## config.mk

```make
export PLATFORM = sky130hd
export DESIGN_NAME = tile_port_arbiter
export DESIGN_NICKNAME = d
export VERILOG_FILES = /design/src/source/tile_mem_pkg.sv /design/src/source/tile_port_arbiter.sv
export SDC_FILE = /design/constraint.sdc
export NUM_CORES = 1
export LEC_CHECK = 0
export BUFFER_PORTS_ARGS = -buffer_cell sky130_fd_sc_hd__buf_4
export CORE_AREA = 2 2 164 166
export CTS_CLUSTER_DIAMETER = 80
export DETAILED_ROUTE_END_ITERATION = 10
export DIE_AREA = 0 0 166 168
export PLACE_DENSITY = 0.37
export SYNTH_ARGS = -nofsm -noshare
export SYNTH_HDL_FRONTEND = slang
export SYNTH_SLANG_ARGS = --single-unit
```

## constraint.sdc

```tcl
create_clock -name sys_clk -period 2.2 [get_ports sys_clk]
set_input_delay 0.22 -clock sys_clk [delete_from_list [all_inputs] [get_ports sys_clk]]
set_output_delay 0.22 -clock sys_clk [all_outputs]
set_load 0.01 [all_outputs]
```

## src/source/tile_mem_pkg.sv

```systemverilog
package tile_mem_pkg;

    // ============================================================
    // Data path widths
    // ============================================================

    // One shared memory word, as seen by every core
    typedef logic [63:0] word_t;

    // Word address issued by a core
    // The memory folds it modulo its own depth
    typedef logic [15:0] addr_t;

    // ============================================================
    // Request command
    // ============================================================

    // Held stable by the requester for as long as its req is high
    // 16 + 1 + 64 = 81 bits
    typedef struct packed {
        addr_t addr;
        logic  wen;
        word_t wdata;
    } mem_cmd_t;

    // ============================================================
    // FSM encodings
    // ============================================================

    // Arbiter is either scanning for a winner or owning the port
    typedef enum logic {
        ARB_IDLE,
        ARB_BUSY
    } arb_state_e;

    // Memory slave waits for req, then holds ack until req drops
    typedef enum logic {
        RAM_IDLE,
        RAM_ACK
    } ram_state_e;

endpackage

```

## src/source/tile_port_arbiter.sv

```systemverilog
module tile_port_arbiter import tile_mem_pkg::*; #(
    parameter int NUM_CORES = 4
) (
    input  logic                 sys_clk,
    input  logic                 sys_rst_n,

    // Core side, one req/ack pair per core
    input  logic [NUM_CORES-1:0] core_req,
    input  mem_cmd_t             core_cmd [NUM_CORES],
    output logic [NUM_CORES-1:0] core_ack,

    // Shared memory port
    output logic                 mem_req,
    output mem_cmd_t             mem_cmd,
    input  logic                 mem_ack
);

    // Grant index width follows the core count
    localparam int GRANT_W = (NUM_CORES > 1) ? $clog2(NUM_CORES) : 1;

    typedef logic [GRANT_W-1:0] grant_t;

    // ============================================================
    // Arbiter state
    // ============================================================

    arb_state_e arb_state;

    // Core that currently owns the memory port
    grant_t     grant;

    // Winner of the previous transaction, start point of the scan
    grant_t     last_grant;

    // Result of the combinational scan
    grant_t     next_grant;
    logic       next_any;

    logic       arb_busy;

    assign arb_busy = (arb_state == ARB_BUSY);

    // ============================================================
    // Round-robin scan
    // ============================================================

    // Walk from the farthest core back towards last_grant + 1
    // The nearest requester after the last winner is written last and wins
    // The last winner itself is the farthest candidate
    always_comb begin
        int cand;

        next_any   = 1'b0;
        next_grant = last_grant;
        for (int off = NUM_CORES; off >= 1; off--) begin
            cand = int'(last_grant) + off;
            // Wrap without a divider, sum is below 2*NUM_CORES
            if (cand >= NUM_CORES) begin
                cand = cand - NUM_CORES;
            end
            if (core_req[cand]) begin
                next_any   = 1'b1;
                next_grant = grant_t'(cand);
            end
        end
    end

    // ============================================================
    // Grant FSM
    // ============================================================

    always_ff @(posedge sys_clk or negedge sys_rst_n) begin
        if (!sys_rst_n) begin
            arb_state  <= ARB_IDLE;
            grant      <= '0;
            // Scan after reset starts at core 1
            last_grant <= '0;
        end else begin
            case (arb_state)
                ARB_IDLE: begin
                    // Latch the winner, mem_req follows on the next cycle
                    if (next_any) begin
                        grant     <= next_grant;
                        arb_state <= ARB_BUSY;
                    end
                end
                ARB_BUSY: begin
                    // Leave only once the four-phase cycle has fully closed
                    if (!core_req[grant] && !mem_ack) begin
                        last_grant <= grant;
                        arb_state  <= ARB_IDLE;
                    end
                end
                default: begin
                    arb_state <= ARB_IDLE;
                end
            endcase
        end
    end

    // ============================================================
    // Command mux and acknowledge routing
    // ============================================================

    // Winner's req drives the memory port straight through while busy
    assign mem_req = arb_busy && core_req[grant];

    // Command of the granted core, stable because its req is held
    assign mem_cmd = core_cmd[grant];

    // Only the winner ever sees the ack
    always_comb begin
        core_ack = '0;
        if (arb_busy) begin
            core_ack[grant] = mem_ack;
        end
    end

endmodule
```

Yosys cells after proc, flatten, opt, wreduce, memory -nomap -nowiden
Cells that the tools add are included.
{"block": "word_totals", "ramBits": 0, "ff_bits": 5, "latch_bits": 0, "out_inout_bits": 86, "word_cells": 67, "inputBits": 331, "memories": 0, "romBits": 0}
{"block": "classes", "div": 0, "multipliers": 0, "bitwise": 3, "n_eq_ne": 0, "addsub": 8, "n_mux": 35, "reduce_logical": 7, "shifts": 0, "magnitude_cmp": 11}
{"op": "binary-select mux 81 bit (select 2 bit)", "n": 1}
{"op": "2-to-1 mux 81 bit", "n": 2}
{"op": "< comparator 32 x 4 -> 1 bit, second input constant", "n": 4}
{"op": "2-to-1 mux 32 bit", "n": 4}
{"op": "2-to-1 mux 1 bit", "n": 16}
{"op": "greater-or-equal comparator 3 bit, second input constant", "n": 4}
{"op": "subtractor 3 x 3 -> 4 bit, second input constant", "n": 3}
{"op": "binary-select mux 1 bit (select 2 bit)", "n": 5}
{"op": "2-to-1 mux 2 bit", "n": 4}
{"op": "adder 2 x 2 -> 3 bit, second input constant", "n": 2}
{"op": "subtractor 4 x 3 -> 5 bit, second input constant", "n": 1}
{"op": "adder 2 x 3 -> 4 bit, second input constant", "n": 1}
{"op": "bitwise AND 4 bit", "n": 1}
{"op": "greater-or-equal comparator 4 x 3 -> 1 bit, second input constant", "n": 1}
{"op": "2-to-1 mux 4 bit", "n": 1}
{"op": "AND reduction 2 bit", "n": 2}
{"op": "adder 2 x 1 -> 3 bit, second input constant", "n": 1}
{"op": "logical AND 1 bit", "n": 3}
{"op": "< comparator 2 x 3 -> 1 bit, second input constant", "n": 1}
{"op": "inverter 2 -> 3 bit", "n": 1}
{"op": "demux 1 bit (select 2 bit)", "n": 1}
{"op": "greater-or-equal comparator 2 x 1 -> 1 bit, second input constant", "n": 1}
{"op": "logical NOT 1 bit", "n": 2}
{"op": "one-hot mux 1 bit (2 select lines)", "n": 1}
{"op": "inverter 1 bit", "n": 1}

Depth between registers and ports, before layout
{"block": "logic_depth", "word_depth": 12, "ltp_mapped": 5, "mapped_depth_nobuf": 3}

Worst setup path after synthesis
OpenSTA, ideal clock, no wires.
{"block": "synth_timing", "path_type": "reg2out", "start": "register grant[0]", "end": "output mem_cmd[0] (netlist name)", "n_path_buf": 2, "t_arrival_ns": 1.290, "path_stages_with_launch": 4, "required_ns": 1.980, "slack_ns": 0.690, "cell_sequence": "dfrtp_1 > buf_6 > buf_2 > mux4_2"}
{"element": "start, declared", "line_no": "tile_port_arbiter.sv:30", "text": "grant_t grant;"}
{"element": "start signal, assigned", "line_no": "tile_port_arbiter.sv:83", "text": "grant <= next_grant;"}
{"element": "end, declared", "line_no": "tile_port_arbiter.sv:14", "text": "output mem_cmd_t mem_cmd,"}

==> results.md <==
| Parameter | This run |
|---|---|
| Slew at the pin with the worst max-slew slack | 0.557 ns |
| Post-detailed-route DRC marker count | 0 |
| Post-Route Utilization | 0.229 |
| Power density over the cells | 971 nW/um^2 |
| Total of cells resized after clock tree synthesis | 0 |
| Number of routed nets with antenna violations | 0 |
| Buffers and inverters on the worst path | 2 |
| Number of clock sinks | 5 |
| Number of search-and-repair iterations in the first detailed-routing pass | 4 |
| Post-detailed-routing wire length | 16,000 um |
| Number of antenna violations at the first check in global routing | 1 |
| Total of buffers placed on input and output ports | 416 |
| Overall die area | 27,900 um^2 |
| Number of nets in the synthesized netlist | 478 |
| Largest delay contributor family on the critical path | flip-flops |
| Pin count of the biggest net entering global routing | 51 |
| Setup Viol. Count Final | 0 |
| Register clock-pin slew on the reported worst setup and hold paths | 0.03 ns |
| Max Buffers Root-to-Sink | 2 |
| GRT Residual Overflow | 0 |
| Library cell used as clock root buffer | clkbuf_16 |
| Filler Cell Count | 2,832 |
| TritonCTS clock tree | built |
| Average detailed-routed wire length per instance | 17.7 um |
| Starting utilization of the core area | 0.0896 |
| Highest cell delay on the worst timing path | 0.66 ns |
| Post-Route Skew | 0.00121 ns |
| Switch share | 0.404 |
| Depth of the critical timing path with buffers and inverters included | 3 |
| Max IR drop VDD | 0.000372 V |
| Area occupied by multi-input gates | 2080 um^2 |
| Synth Flop Type | dfrtp_1 |
| Relative contribution of combinational cells to total power | 0.893 |
| Core Area | 26,400 um^2 |
| Worst-path fanout max | 16 |
| CP endpoint kind | primary output |
| Count of pins on the block boundary | 417 |
| Cells on worst reg2reg path | 4 |
| Number of unique standard cell types used by synthesis | 31 |
| Static Leak | 0.00282 uW |
| Routability Congestion | 0.814 |
| Area growth, synth to finish | 155% |
| WP data arrival | 1.84 ns |
| Switching component of the power | 2370 uW |
| Ys async rst share | 1.00 |
| Share of power burned in registers | 0.056 |
| Worst path cell trace | buf_12 > mux4_2 > buf_4 |
| 1st-iter DRT viols | 120 |
| Insertion delay to the later sink of the worst-skew pair | 0.23 ns |
| DRT met1 WL | 6000 um |
| Pint | 3490 uW |
| Slowest cell on crit path | dfrtp_4 |
| Number of synthesized flops with an enable pin | 0 |
| Max layer used | met4 |
| Seq. cell area | 133 um^2 |
| Maximum level of the CTS H-tree | 1 |
| Total via count in the routed design | 3,477 |
| Synthesis-stage register bit count | 5 |
| Synthesized instance count | 147 |
| Number of endpoints with negative hold slack in the final report | 0 |
| Worst max-slew margin expressed relative to the limit | 0.629 |
| Data required time of the critical path | 1.98 ns |
| Sum of met2 wire segment lengths after detailed routing | 8370 um |
| Number of violations of the max-capacitance limit | 0 |
| Number of slew-limit violations in the final report | 0 |
| Routed wire length on met3 | 1370 um |
| Total Negative Setup Slacks | 0 ns |
| CTS buffer count | 3 |
| Synthesis warning total | 0 |
| Wire length of the first global-routing pass | 23,000 um |
| Hold path cells | 3 |
| Clk pwr share | 0.051 |
| Element type at the critical path start | flip-flop |
| Tot GR Track Use | 0.108 |
| Critical path class | reg -> out |
| Max Freq | 485 MHz |
| Run status | finished, final reports clean |
| Final net count | 894 |
| Mean number of vias per cell | 3.85 |
| Die Width | 166 um |
| Type of the tightest min-delay check | in -> reg |
| Proportion of layout cells with a drive suffix above 1 | 0.927 |
| Post-route clock period utilization | 0.936 |
| Clock period minus final worst setup slack | 2.06 ns |
| Floorplan row count | 60 |
| Setup repair after global routing missed its margin | no |
| Via count of the first global-routing pass | 3,948 |
| Synth Cell Area | 2360 um^2 |
| Half-perimeter wire length of the detailed placement result | 14,000 um |
| Part of the Yosys area used for sequential elements | 0.0530 |
| Vert. Die Dim | 168 um |
| Post-synthesis average cell area | 16.1 um^2 |
## power groups by stage
stage                     registers [uW]  clock network [uW]  logic [uW]
after floorplan                      165                   0        3010
after global placement               378                   0        5160
final                                326                 300        5230
after detailed placement             373                   0        5190
after global routing                 354                 314        5580
after CTS                            341                 303        5350
## layout by cell type, fill, tap and decap left out, types with 3 or more instances in the layout
master / n
o21ai_0: 3
nor2_1: 4
nand2_1: 4
dfrtp_1: 3
buf_4: 427
inv_1: 3
nor3_1: 4
mux4_2: 82
clkbuf_16: 3
buf_12: 3
## layer usage
layer / vias up / global-route usage
met1: 1676 / 0.125
met3: 14 / 0.0249
met4: 0 / 0.0284
li1: 1530 / -
met2: 257 / 0.199
met5: - / 0
## final timing paths
path	from	end	slack, ns
max	grant[0]$_DFFE_PN0P_	mem_cmd[28]	0.14
min	mem_ack	arb_busy$_DFF_PN0_	0.31
max reg2reg	grant[0]$_DFFE_PN0P_	last_grant[1]$_DFFE_PN0P_	0.32
min reg2reg	last_grant[0]$_DFFE_PN0P_	last_grant[0]$_DFFE_PN0P_	0.65
max in group asynchronous	sys_rst_n	grant[0]$_DFFE_PN0P_	1.68
min in group asynchronous	sys_rst_n	grant[1]$_DFFE_PN0P_	0.39
## tightest hold or removal path: cells and delay by family
kind	cells	cell delay, ns
AOI/OAI and AO/OA	1	0.09
buffers and inverters	1	0.11
and+or+nand+nor	1	0.07
## synth_stat cells (2+ instances only)
master,instances,share of area
mux2_1,2,0.0095
nand2b_1,2,0.0053
dfrtp_1,5,0.053
clkbuf_1,3,0.0048
o21ai_0,3,0.0064
buf_8,2,0.013
mux2_2,2,0.0095
nor3_1,4,0.0085
nand2_1,4,0.0064
buf_2,11,0.023
nor2_1,4,0.0064
buf_4,3,0.0095
inv_1,3,0.0048
mux4_2,82,0.78
## kinds of logic after synthesis
family	Yosys count	synth area share
buffers and inverters	24	0.0683
and+or+nand+nor	22	0.0498
muxes	86	0.801
DFF	5	0.0530
AOI/OAI and AO/OA	10	0.0281
## metrics by stage
stage	std cells	hold WS [ns]	cell area [um^2]	total power, uW	setup WS, ns
2_1_floorplan	147	-0.0756	2360	3180	0.690
3_3_place_gp	897	0.0266	5910	5530	0.213
3_5_place_dp	897	0.0316	5910	5570	0.207
4_1_cts	903	0.314	6030	5990	0.0757
5_1_grt	904	0.347	6030	6250	0.0522
6_report	904	0.305	6030	5860	0.140
## area by class of cell
class	instances	share of cell area
Multi-Input combinational cell	118	0.344
Inverter	3	0.00187
Tap cell	341	0.0707
Clock buffer	4	0.0131
Sequential cell	5	0.0220
Antenna cell	1	0.000415
Timing Repair Buffer	432	0.548
## state kept, by name (all words and copies together), names as in the netlist
name,count
last_grant,2
arb_busy,1
grant,2
## timing repair
| item | in CTS | in global routing |
|---|---|---|
| setup endpoints to repair | 59 | 0 |
| buffers inserted | 1 | 0 |
| endpoints found under the hold margin | 5 | 0 |
| hold buffers | 1 | 0 |
Power figures use the tool's default switching activity.
